--- src/mmio_params.svh ---
/*
  Widths, register addresses and parity sense of the MMIO register slave.
  Included by every design file that needs one of these values.
*/
`ifndef MMIO_PARAMS_SVH
`define MMIO_PARAMS_SVH

// Request address, bit 0 is the most significant, bit 23 picks the word half
`define MMIO_ADDR_W 24
`define MMIO_DATA_W 64

// Bit 0 data parity error, bit 1 address parity error
`define MMIO_ERR_W 2

// Register space, full word addresses
`define MMIO_ALGO_REQUEST 24'h00_0040
`define MMIO_ALGO_STATUS  24'h00_0042
`define MMIO_ERROR_REG    24'h00_0044

// 1 selects odd parity
`define MMIO_ODD_PARITY 1'b1

// Descriptor size in doublewords
`define MMIO_DESC_WORDS 8

`endif

--- src/mmio_pkg.sv ---
/*
  Shared types and functions of the MMIO slave: the descriptor word view,
  the descriptor table and the parity generator.
*/
`default_nettype none

`include "mmio_params.svh"

package mmio_pkg;

  // One descriptor word, seen whole or as two single words
  typedef union packed {
    logic [0:`MMIO_DATA_W-1] dword;
    struct packed {
      logic [0:`MMIO_DATA_W/2-1] upper;
      logic [0:`MMIO_DATA_W/2-1] lower;
    } half;
  } cfg_word_t;

  // Fixed accelerator descriptor, indexed by doubleword
  function automatic cfg_word_t read_descriptor(input logic [0:`MMIO_ADDR_W-2] index);
    cfg_word_t word;
    word.dword = '0;
    if (index < `MMIO_DESC_WORDS) begin
      case (index)
        // 0 interrupts, 1 process, 1 register set, dedicated model
        23'd0: word.dword = 64'h0000_0001_0001_8010;
        23'd4: word.dword = 64'h0000_0000_0000_0100;
        // Per-process area required
        23'd5: word.dword = 64'h0100_0000_0000_0000;
        default: word.dword = '0;
      endcase
    end
    return word;
  endfunction

  // Parity bit that makes the total count of ones odd
  function automatic logic odd_parity_of(input logic [`MMIO_DATA_W-1:0] value);
    return (^value) ^ `MMIO_ODD_PARITY;
  endfunction

endpackage

`default_nettype wire

--- src/mmio_if.sv ---
/*
  Decoded host request, passed from the capture stage to the register file.
  Strobes are single cycle and qualify the payload in the same cycle.
*/
`timescale 1ns/1ps
`default_nettype none

`include "mmio_params.svh"

interface mmio_if;

  logic                    cfg_read;
  logic                    cfg_write;
  logic                    reg_read;
  logic                    reg_write;
  logic                    doubleword;
  logic [0:`MMIO_ADDR_W-1] address;
  logic [0:`MMIO_DATA_W-1] data;

  modport capture (
    output cfg_read, cfg_write, reg_read, reg_write, doubleword, address, data
  );

  modport regfile (
    input cfg_read, cfg_write, reg_read, reg_write, doubleword, address, data
  );

endinterface

`default_nettype wire

--- src/mmio_capture.sv ---
/*
  Host side of the MMIO slave. Registers each request, decodes it into one of
  four strobes two cycles later and checks address and write data parity.
*/
`timescale 1ns/1ps
`default_nettype none

`include "mmio_params.svh"

module mmio_capture (
  input  wire logic                    clock,
  input  wire logic                    rstn,
  input  wire logic                    req_valid,
  input  wire logic                    req_cfg,
  input  wire logic                    req_read,
  input  wire logic                    req_doubleword,
  input  wire logic [0:`MMIO_ADDR_W-1] req_address,
  input  wire logic                    req_address_parity,
  input  wire logic [0:`MMIO_DATA_W-1] req_data,
  input  wire logic                    req_data_parity,
  output logic      [0:`MMIO_ERR_W-1]  mmio_errors,
  mmio_if.capture                      req
);

  logic                    raw_valid;
  logic                    raw_cfg;
  logic                    raw_read;
  logic                    raw_doubleword;
  logic [0:`MMIO_ADDR_W-1] raw_address;
  logic                    raw_address_parity;
  logic [0:`MMIO_DATA_W-1] raw_data;
  logic                    raw_data_parity;

  logic [0:3]              s1_strobe;
  logic                    s1_doubleword;
  logic [0:`MMIO_ADDR_W-1] s1_address;
  logic [0:`MMIO_DATA_W-1] s1_data;

  logic [0:`MMIO_ERR_W-1]  err_s1;
  logic [0:`MMIO_ERR_W-1]  err_s2;
  logic [0:`MMIO_ERR_W-1]  err_s3;

  logic                    addr_par_calc;
  logic                    data_par_calc;

  assign addr_par_calc = mmio_pkg::odd_parity_of(
    {{(`MMIO_DATA_W-`MMIO_ADDR_W){1'b0}}, raw_address});
  assign data_par_calc = mmio_pkg::odd_parity_of(raw_data);

  //////////////////////////////
  // Control pipeline
  //////////////////////////////
  always_ff @(posedge clock or negedge rstn) begin
    if (!rstn) begin
      raw_valid     <= 1'b0;
      s1_strobe     <= '0;
      req.cfg_read  <= 1'b0;
      req.cfg_write <= 1'b0;
      req.reg_read  <= 1'b0;
      req.reg_write <= 1'b0;
      err_s1        <= '0;
      err_s2        <= '0;
      err_s3        <= '0;
      mmio_errors   <= '0;
    end else begin
      raw_valid    <= req_valid;
      // Order: cfg read, cfg write, reg read, reg write
      s1_strobe[0] <= raw_valid &  raw_cfg &  raw_read;
      s1_strobe[1] <= raw_valid &  raw_cfg & ~raw_read;
      s1_strobe[2] <= raw_valid & ~raw_cfg &  raw_read;
      s1_strobe[3] <= raw_valid & ~raw_cfg & ~raw_read;
      req.cfg_read  <= s1_strobe[0];
      req.cfg_write <= s1_strobe[1];
      req.reg_read  <= s1_strobe[2];
      req.reg_write <= s1_strobe[3];
      // Write data only carries meaningful parity on writes
      err_s1[0]   <= raw_valid & ~raw_read & (data_par_calc ^ raw_data_parity);
      err_s1[1]   <= raw_valid & (addr_par_calc ^ raw_address_parity);
      err_s2      <= err_s1;
      err_s3      <= err_s2;
      mmio_errors <= err_s3;
    end
  end

  //////////////////////////////
  // Payload pipeline
  //////////////////////////////
  always_ff @(posedge clock) begin
    raw_cfg            <= req_cfg;
    raw_read           <= req_read;
    raw_doubleword     <= req_doubleword;
    raw_address        <= req_address;
    raw_address_parity <= req_address_parity;
    raw_data           <= req_data;
    raw_data_parity    <= req_data_parity;
    s1_doubleword      <= raw_doubleword;
    s1_address         <= raw_address;
    s1_data            <= raw_data;
    req.doubleword     <= s1_doubleword;
    req.address        <= s1_address;
    req.data           <= s1_data;
  end

endmodule

`default_nettype wire

--- src/mmio_regfile.sv ---
/*
  Register processing of the MMIO slave. Serves descriptor and register reads,
  issues the algorithm request pulse and times the engine handshakes.
*/
`timescale 1ns/1ps
`default_nettype none

`include "mmio_params.svh"

module mmio_regfile (
  input  wire logic                    clock,
  input  wire logic                    rstn,
  mmio_if.regfile                      req,
  input  wire logic [0:`MMIO_DATA_W-1] algorithm_status,
  input  wire logic [0:`MMIO_DATA_W-1] report_errors,
  output logic      [0:`MMIO_DATA_W-1] algorithm_requests,
  output logic                         report_errors_ack,
  output logic                         reset_mmio,
  output logic                         ack_pulse,
  output logic      [0:`MMIO_DATA_W-1] read_data
);

  mmio_pkg::cfg_word_t       desc_word;
  logic [0:`MMIO_DATA_W/2-1] desc_half;

  logic addr_is_request;
  logic addr_is_status;
  logic addr_is_error;

  // Read strobes one stage before the handshake outputs
  logic status_rd;
  logic error_rd;

  assign desc_word = mmio_pkg::read_descriptor(req.address[0:`MMIO_ADDR_W-2]);
  // Address bit 23 set selects the less significant single word
  assign desc_half = req.address[`MMIO_ADDR_W-1] ? desc_word.half.lower
                                                 : desc_word.half.upper;

  assign addr_is_request = (req.address == `MMIO_ALGO_REQUEST);
  assign addr_is_status  = (req.address == `MMIO_ALGO_STATUS);
  assign addr_is_error   = (req.address == `MMIO_ERROR_REG);

  //////////////////////////////
  // Reads, writes and acknowledge
  //////////////////////////////
  always_ff @(posedge clock or negedge rstn) begin
    if (!rstn) begin
      ack_pulse          <= 1'b0;
      algorithm_requests <= '0;
      read_data          <= '0;
      status_rd          <= 1'b0;
      error_rd           <= 1'b0;
    end else begin
      ack_pulse <= req.cfg_read | req.cfg_write | req.reg_read | req.reg_write;
      algorithm_requests <= (req.reg_write && addr_is_request) ? req.data : '0;
      status_rd <= req.reg_read && addr_is_status && (|algorithm_status);
      error_rd  <= req.reg_read && addr_is_error;
      if (req.cfg_read) begin
        read_data <= req.doubleword ? desc_word.dword : {desc_half, desc_half};
      end else if (req.reg_read && addr_is_status) begin
        read_data <= algorithm_status;
      end else if (req.reg_read && addr_is_error) begin
        read_data <= report_errors;
      end
      // Unmapped reads keep the previous word
    end
  end

  //////////////////////////////
  // Engine handshakes
  //////////////////////////////
  always_ff @(posedge clock or negedge rstn) begin
    if (!rstn) begin
      report_errors_ack <= 1'b0;
      reset_mmio        <= 1'b1;
    end else begin
      report_errors_ack <= error_rd;
      // Single low cycle, a second status read right after is absorbed
      reset_mmio <= !(status_rd && reset_mmio);
    end
  end

endmodule

`default_nettype wire

--- src/mmio_response.sv ---
/*
  Response side of the MMIO slave. Registers the acknowledge and the
  response word and adds odd parity on the returned data.
*/
`timescale 1ns/1ps
`default_nettype none

`include "mmio_params.svh"

module mmio_response (
  input  wire logic                    clock,
  input  wire logic                    rstn,
  input  wire logic                    ack_pulse,
  input  wire logic [0:`MMIO_DATA_W-1] read_data,
  output logic                         resp_ack,
  output logic      [0:`MMIO_DATA_W-1] resp_data,
  output logic                         resp_data_parity
);

  logic data_parity;

  assign data_parity = mmio_pkg::odd_parity_of(read_data);

  // Acknowledge, one cycle per request
  always_ff @(posedge clock or negedge rstn) begin
    if (!rstn) begin
      resp_ack <= 1'b0;
    end else begin
      resp_ack <= ack_pulse;
    end
  end

  // Word follows read_data, so it holds between reads
  always_ff @(posedge clock) begin
    resp_data        <= read_data;
    resp_data_parity <= data_parity;
  end

endmodule

`default_nettype wire

--- src/mmio_top.sv ---
/*
  Top level of the MMIO register slave: capture, register file and response
  stages joined by the request interface. All host and engine signals are plain.
*/
`timescale 1ns/1ps
`default_nettype none

`include "mmio_params.svh"

module mmio_top (
  input  wire logic                    clock,
  input  wire logic                    rstn,
  // Host request
  input  wire logic                    req_valid,
  input  wire logic                    req_cfg,
  input  wire logic                    req_read,
  input  wire logic                    req_doubleword,
  input  wire logic [0:`MMIO_ADDR_W-1] req_address,
  input  wire logic                    req_address_parity,
  input  wire logic [0:`MMIO_DATA_W-1] req_data,
  input  wire logic                    req_data_parity,
  // Host response
  output wire logic                    resp_ack,
  output wire logic [0:`MMIO_DATA_W-1] resp_data,
  output wire logic                    resp_data_parity,
  // Engine side
  input  wire logic [0:`MMIO_DATA_W-1] algorithm_status,
  input  wire logic [0:`MMIO_DATA_W-1] report_errors,
  output wire logic [0:`MMIO_DATA_W-1] algorithm_requests,
  output wire logic                    report_errors_ack,
  output wire logic                    reset_mmio,
  output wire logic [0:`MMIO_ERR_W-1]  mmio_errors
);

  wire logic                    ack_pulse;
  wire logic [0:`MMIO_DATA_W-1] read_data;

  mmio_if req_if ();

  mmio_capture mmio_capture_inst (
    .clock              (clock),
    .rstn               (rstn),
    .req_valid          (req_valid),
    .req_cfg            (req_cfg),
    .req_read           (req_read),
    .req_doubleword     (req_doubleword),
    .req_address        (req_address),
    .req_address_parity (req_address_parity),
    .req_data           (req_data),
    .req_data_parity    (req_data_parity),
    .mmio_errors        (mmio_errors),
    .req                (req_if.capture)
  );

  mmio_regfile mmio_regfile_inst (
    .clock              (clock),
    .rstn               (rstn),
    .req                (req_if.regfile),
    .algorithm_status   (algorithm_status),
    .report_errors      (report_errors),
    .algorithm_requests (algorithm_requests),
    .report_errors_ack  (report_errors_ack),
    .reset_mmio         (reset_mmio),
    .ack_pulse          (ack_pulse),
    .read_data          (read_data)
  );

  mmio_response mmio_response_inst (
    .clock            (clock),
    .rstn             (rstn),
    .ack_pulse        (ack_pulse),
    .read_data        (read_data),
    .resp_ack         (resp_ack),
    .resp_data        (resp_data),
    .resp_data_parity (resp_data_parity)
  );

endmodule

`default_nettype wire

--- config.mk ---
export PLATFORM = sky130hd
export DESIGN_NAME = mmio_top
export DESIGN_NICKNAME = d
export VERILOG_FILES = /design/src/mmio_pkg.sv /design/src/mmio_if.sv /design/src/mmio_capture.sv /design/src/mmio_regfile.sv /design/src/mmio_response.sv /design/src/mmio_top.sv
export VERILOG_INCLUDE_DIRS = /design/src /design/src/src
export SDC_FILE = /design/constraint.sdc
export NUM_CORES = 1
export LEC_CHECK = 0
export ABC_AREA = 1
export CAP_MARGIN = 20
export CORE_MARGIN = 5
export CORE_UTILIZATION = 40
export CTS_BUF_LIST = sky130_fd_sc_hd__clkbuf_4
export CTS_CLUSTER_SIZE = 14
export DETAILED_ROUTE_END_ITERATION = 12
export DONT_BUFFER_PORTS = 1
export SETUP_SLACK_MARGIN = 0.05
export SLEW_MARGIN = 10
export SYNTH_ARGS = -nofsm -noshare
export SYNTH_HDL_FRONTEND = slang
export SYNTH_HIERARCHICAL = 1
export SYNTH_SLANG_ARGS = --single-unit
--- constraint.sdc ---
create_clock -name clock -period 1.5 [get_ports clock]
set_clock_uncertainty 0.1 [all_clocks]
set_input_delay 0.15 -clock clock [delete_from_list [all_inputs] [get_ports clock]]
set_output_delay 0.15 -clock clock [all_outputs]
set_load 0.02 [all_outputs]
==> out/metrics.cfg, run 1 <==
[finish]
fin_nets=2943
stdcell_area_um2=27800
area_growth_pct=64.5
drive_above_1_share_pct=35.8
fillers=2812

[worst_setup_path]
worstPathArrival_ns=2.71
r2r_start=mmio_capture_inst/req.address[22]$_DFF_P_
worst_setup_path_end_kind=register
crit_chain=nand3_2, nor2_4, buf_4, buf_8, nand3_1, nand2_1, nand2_1, o21ai_1
critical_path_class=reg2reg
cp_top_family=simple AND/OR/NAND/NOR gates
critPathMaxFanout=19
crit_buf_inv=2
startpoint=mmio_capture_inst/req.address[22]$_DFF_P_
slowest_delay_ns=0.41
critPathMostFrequentCell=nand2_1
critPathLaunchType=register
cp.required_ns=2.25
cp_slowest_cell=dfxtp_1

[yosys]
ys_seq_area_share_pct=62.1
synth-xor-area-share_pct=2.83
syn_avg_cell_area_um2=8.47
synth_common_cells=816 x nand2_1, 336 x dfxtp_1, 250 x inv_1
synth_seq_cells=487
synth-simple-area-share_pct=25.7
synthesis.area_um2=16900
synth_top_area_cell=dfxtp_1
muxShareOfSynthArea_pct=0
yosysWarnings=6
yosysMostFrequentCell=nand2_1
synth_top_area_share_pct=39.8
synthArstFlopShare_pct=31.0
synth_flop_cell=dfxtp_1
synth-compound-area-share_pct=2.16
synth_top_family_by_area=simple AND/OR/NAND/NOR gates
synth_cell_type_count=31
synth-edff-count=0
synthAdderAreaFrac_pct=0
synthTopCellsByArea=dfxtp_1 40%, dfrtp_1 22%, nand2_1 18%
syn_nets=2221
netlist_instances=1997

[clock_tree]
cts_root_buf=clkbuf_4
holdBufCountCts=438
max-clock-path-buffers=3
path_clk_slew_ns=0.07
htreeDepth=4
cts_tree=done
insertion_delay_ns=0.94
numCtsBuffers=130
clock_sinks=487

[grt]
grt_pass1_vias=16200
track_usage_pct=24.6
grt_pass1_wl_um=89500
grt_start_max_net_pins=152
antenna_found_initial=6
grt_remaining_overflow=0

[pwr]
fin_total_pwr_w=0.0292
netSwitchingFraction_pct=26.4
switchingPower_w=0.00770
p_int_w=0.0215
peakVddDrop_mv=1.11
p_comb_share_pct=9.8
p_leak_nw=13.3
power_frac_clock_pct=42.8
seq_power_share_pct=47.3
p_per_area_nw_per_um2=1050

[sta]
period_share_pct=131
setup_ws_ns=-0.463
fmax_mhz=510
rsz0062_at_grt=yes
finalHoldViolCount=151
worst_pin_slew_ns=0.468
finalSetupViolations=265
slew_viol_final=0
min_period_ns=1.96
relSlewSlack_pct=68.5
tns_ns=-47.73
whs_ns=-1.16

[placed_design]
placed_area_um2=18500
dp_hpwl_um=33900
gp_congestion=0.949
portBuffers=0

[drt]
drt_iter0_drc=1314
viasPerCell=4.97
vias=16700
ant_nets=0
wl_per_cell_um=20.4
drt_wl_total_um=68600
drc=0
dr.pass1.iters=8

[die]
chipHeight_um=216
rows=75
core-area_um2=41900
dieArea_um2=46500
die_w_um=216
start_util_pct=40.4
io_pins=358

[outcome]
status=complete, but fails checks
violations=hold timing, setup timing

[worst_hold_path]
min_path_type=in2async

[job]
drv_cap=0

registers in the layout, indices dropped and copies added (netlist names), 2 cells and up:
| register | flops |
|---|---|
| mmio_capture_inst/mmio_errors | 2 |
| mmio_capture_inst/err_s3 | 2 |
| mmio_regfile_inst/read_data | 64 |
| mmio_capture_inst/s1_address | 24 |
| mmio_capture_inst/req.address | 24 |
| mmio_response_inst/resp_data | 64 |
| mmio_capture_inst/raw_address | 24 |
| mmio_capture_inst/req.data | 64 |
| mmio_capture_inst/s1_strobe | 4 |
| mmio_capture_inst/s1_data | 64 |
| mmio_regfile_inst/algorithm_requests | 64 |
| mmio_capture_inst/raw_data | 64 |
| mmio_capture_inst/err_s1 | 2 |
| mmio_capture_inst/err_s2 | 2 |
logic make-up (layout without fill, tap and decap cells):
logic type	after synthesis	after routing
AOI/OAI and AO/OA	72	72
other	0	7
DFF	487	487
buffers and inverters	312	1132
xor gates and xnor gates	52	52
and+or+nand+nor	1074	1074
placed cells by master, fill, tap and decap left out, drive strengths merged:
master	netlist	routed
bufbuf	0	2
bufinv	0	6
dfrtp	150	150
xnor2	37	37
nor4	13	13
nor3	8	8
or4	1	1
dlygate4sd3	0	438
xor2	15	15
diode	0	7
clkinv	1	32
clkinvlp	0	2
buf	28	176
a21oi	2	2
inv	273	277
nand3	91	91
o21ai	68	68
clkbuf	10	199
o211ai	2	2
dfstp	1	1
nor2	112	112
dfxtp	336	336
nand2	828	828
nand4	21	21
per-layer routing:
| metal | part of all wire (%) | vias to the layer above | track usage, % |
|---|---|---|---|
| met5 | 0 | - | 0 |
| met4 | 6.5 | 0 | 14.6 |
| met3 | 11 | 313 | 9.82 |
| met2 | 48 | 1095 | 40.4 |
| met1 | 34 | 7760 | 26.9 |
| li1 | - | 7550 | - |
stage by stage:
stage                     cells  util, %  setup slack [ns]
final                      3363     66.5            -0.463
after CTS                  3326     61.4            -0.390
after global placement     2624     44.2            -0.326
after global routing       3358     66.4            -0.514
after detailed placement   2624     44.2            -0.357
after floorplan            1997        -           -0.0578
power groups by stage:
stage	combinational [W]	sequential, W	clock, W
2_1_floorplan	0.000996	0.0140	0
3_3_place_gp	0.00128	0.0141	0
3_5_place_dp	0.00133	0.0141	0
4_1_cts	0.00245	0.0138	0.0125
5_1_grt	0.00306	0.0139	0.0135
6_report	0.00287	0.0138	0.0125
final cells by class:
type	count	area, µm²	share of cell area [%]
clock buffers	187	1400	5.05
clock inverters	43	320	1.15
well taps	539	674	2.42
flip-flops and latches	487	11000	39.4
inverters	274	1050	3.76
multi-input cells	1198	6880	24.7
diodes	7	17.5	0.0630
repair buffers	628	6530	23.5
what timing repair did:
action / 4_1_cts / 5_1_grt
cloned: 7 / 18
pin swaps: 48 / 132
gates resized for setup: 298 / 497
buffers inserted: 28 / 22
setup endpoints to repair: 265 / 266
hold endpoints to repair: 310 / 151
worst paths after layout:
path                                                                      endpoint  slack (ns)  cells past startpoint
max in group asynchronous       mmio_regfile_inst/algorithm_requests[18]$_DFF_PN0_        2.07                      0
worst min register to register               mmio_capture_inst/req.data[4]$_DFF_P_        0.21                      0
worst min-delay path                   mmio_regfile_inst/read_data[40]$_DFFE_PN0P_       -1.16                      0
min in group clock                     mmio_regfile_inst/read_data[17]$_DFFE_PN0P_        0.17                      6
worst max register to register         mmio_regfile_inst/read_data[28]$_DFFE_PN0P_       -0.46                      8
worst max-delay path                   mmio_regfile_inst/read_data[28]$_DFFE_PN0P_       -0.46                      8
worst register-to-register path, stage by stage (launching register included):
cell and delay (ns):
dfxtp_1 0.41, nand3_2 0.12, nor2_4 0.17, buf_4 0.30, buf_8 0.31, nand3_1 0.19
nand2_1 0.15, nand2_1 0.08, o21ai_1 0.09
(Power assumes the default switching activity.)
==> run 2: changes to the inputs <==
--- a/config.mk
+++ b/config.mk
@@ -18,5 +18,4 @@
 export SLEW_MARGIN = 10
 export SYNTH_ARGS = -nofsm -noshare
 export SYNTH_HDL_FRONTEND = slang
-export SYNTH_HIERARCHICAL = 1
 export SYNTH_SLANG_ARGS = --single-unit
==> run 2 against run 1 <==
Net effect: the flow still finishes with violations (hold timing, setup timing); utilization decreased by 5.1 points; die area shrank 7.3%; sequential share of layout area rose by 6.8 points; critical path type unchanged; critical endpoint is now mmio_regfile_inst.read_data[37]$_DFFE_PN0P_; largest cell class unchanged.
==> out/metrics.cfg, run 2 <==
[outcome]
status=complete, but fails checks
violations=hold timing, setup timing

[placed_design]
gp_congestion=0.978
portBuffers=0
dp_hpwl_um=26300
place_ws_ns=-0.495

[finish]
fin_util_pct=61.4
final_common_cell=nand2_1
drive_above_1_share_pct=31.4
fin_nets=2360
area_growth_pct=51.8
fillers=2757
layout_common_cells=388 x nand2_1, 361 x dlygate4sd3_1, 206 x dfxtp_1, 191 x inv_1, 179 x clkbuf_4

[grt]
grt_pass1_wl_um=74400
antenna_found_initial=2
grt_pass1_vias=13600
grt_remaining_overflow=0
grt_start_max_net_pins=152
track_usage_pct=21.5

[sta]
whs_ns=-1.05
min_period_ns=2.01
finalHoldViolCount=151
worst_pin_slew_ns=0.409
finalSetupViolations=168
relSlewSlack_pct=72.5
slew_viol_final=0
rsz0062_at_grt=yes
fmax_mhz=497
period_share_pct=134
setup_ws_ns=-0.513

[drt]
drc=0
vias=13100
wl_per_cell_um=18.8
drt_iter0_drc=843
ant_nets=0
drt_wl_total_um=51800
dr.pass1.iters=5
viasPerCell=4.74

[worst_setup_path]
cp_slowest_cell=bufbuf_16
startpoint=mmio_capture_inst.req.address[18]$_DFF_P_
critical_path_class=reg2reg
crit_chain=nor2_1, nand2_1, nor2_2, nand3_2, nor2_4, nand3_4, bufbuf_16, o21ai_0, a22o_1
crit_buf_inv=1
slowest_delay_ns=0.34
critPathMaxFanout=24
critPathLaunchType=register
r2r_start=mmio_capture_inst.req.address[18]$_DFF_P_
worst_setup_path_end_kind=register
cp.required_ns=2.10
worstPathArrival_ns=2.61
cp_top_family=simple AND/OR/NAND/NOR gates

[yosys]
synthTopCellsByArea=dfxtp_1 43%, dfrtp_1 24%, nand2_1 11%
synth_top_area_share_pct=43.0
synth-edff-count=0
synth_top_area_cell=dfxtp_1
synth_cell_type_count=29
ys_seq_area_share_pct=67.2
synthArstFlopShare_pct=31.0
syn_nets=1783
synthesis.area_um2=15600
syn_avg_cell_area_um2=10.0
yosysWarnings=0
synth_seq_cells=487
netlist_instances=1559
yosysMostFrequentCell=nand2_1
synth_common_cells=447 x nand2_1, 336 x dfxtp_1, 217 x inv_1
synth_flop_cell=dfxtp_1

[pwr]
p_per_area_nw_per_um2=1350
p_leak_nw=11.4
peakVddDrop_mv=0.944

[clock_tree]
cts_root_buf=clkbuf_4
path_clk_slew_ns=0.07
cts_tree=done
max-clock-path-buffers=3
holdBufCountCts=361
insertion_delay_ns=0.81
htreeDepth=3
clock_sinks=487
numCtsBuffers=118

[worst_hold_path]
min_path_type=in2async

[die]
chipHeight_um=208
start_util_pct=40.4
io_pins=358
die_w_um=208
rows=72
dieArea_um2=43100
core-area_um2=38600

[job]
drv_cap=0

run 2: cell families (layout without fill, tap and decap cells):
| logic type | count (synthesis) | count (layout) | synth area share, % |
|---|---|---|---|
| compound gates | 119 | 119 | 5.10 |
| flops | 487 | 487 | 67.2 |
| buf+inv | 251 | 929 | 6.58 |
| simple gates | 606 | 607 | 15.7 |
| xor+xnor | 96 | 96 | 5.38 |
| other cells | 0 | 2 | 0 |
run 2: worst paths after layout:
check	endpoint	slack, ns	cells after the start
max in group asynchronous	mmio_regfile_inst.algorithm_requests[63]$_DFF_PN0_	2.04	0
max reg2reg	mmio_regfile_inst.read_data[37]$_DFFE_PN0P_	-0.51	9
min	mmio_regfile_inst.status_rd$_DFF_PN0_	-1.05	0
min reg2reg	mmio_capture_inst.req.address[1]$_DFF_P_	0.21	0
min in group clock	mmio_regfile_inst.read_data[62]$_DFFE_PN0P_	0.12	4
max	mmio_regfile_inst.read_data[37]$_DFFE_PN0P_	-0.51	9
run 2: where the power goes:
group          internal, W  switching, W
sequential          0.0142       0.00114
clock              0.00565       0.00545
combinational      0.00288       0.00272
total               0.0227       0.00931
run 2: what timing repair did:
| item | 4_1_cts | 5_1_grt |
|---|---|---|
| pin swaps | 21 | 68 |
| gates cloned | 7 | 7 |
| gates resized for setup | 101 | 387 |
| buffers inserted | 5 | 9 |
| endpoints found under the hold margin | 310 | 151 |
| endpoints found under the setup margin | 266 | 267 |
run 2: cell type report:
class | count | area, µm² | area share, %
diodes | 2 | 5.00 | 0.0211
clock inverters | 43 | 210 | 0.886
flip-flops and latches | 487 | 10900 | 46.1
repair buffers | 489 | 4900 | 20.7
inverters | 218 | 833 | 3.51
well taps | 518 | 648 | 2.73
multi-input cells | 822 | 4840 | 20.4
clock buffers | 179 | 1340 | 5.66
run 2: layer usage:
metal	global-route usage (%)	routed length, µm	vias up
li1	-	-	6036
met1	23.7	18600	6159
met3	7.84	4490	167
met4	9.24	2260	0
met2	37.6	26500	723
met5	0	0	-
run 2: metrics by stage:
step | total power, W | hold WS (ns) | std cells | area, µm² | setup TNS (ns)
finish | 0.0320 | -1.05 | 2758 | 23700 | -43.16
global route | 0.0337 | -1.17 | 2758 | 23700 | -67.37
CTS | 0.0310 | -1.17 | 2740 | 22600 | -55.77
detailed placement | 0.0191 | -0.240 | 2145 | 16900 | -40.54
global placement | 0.0190 | -0.240 | 2145 | 16900 | -35.23
floorplan | 0.0178 | -0.246 | 1559 | 15700 | -11.22
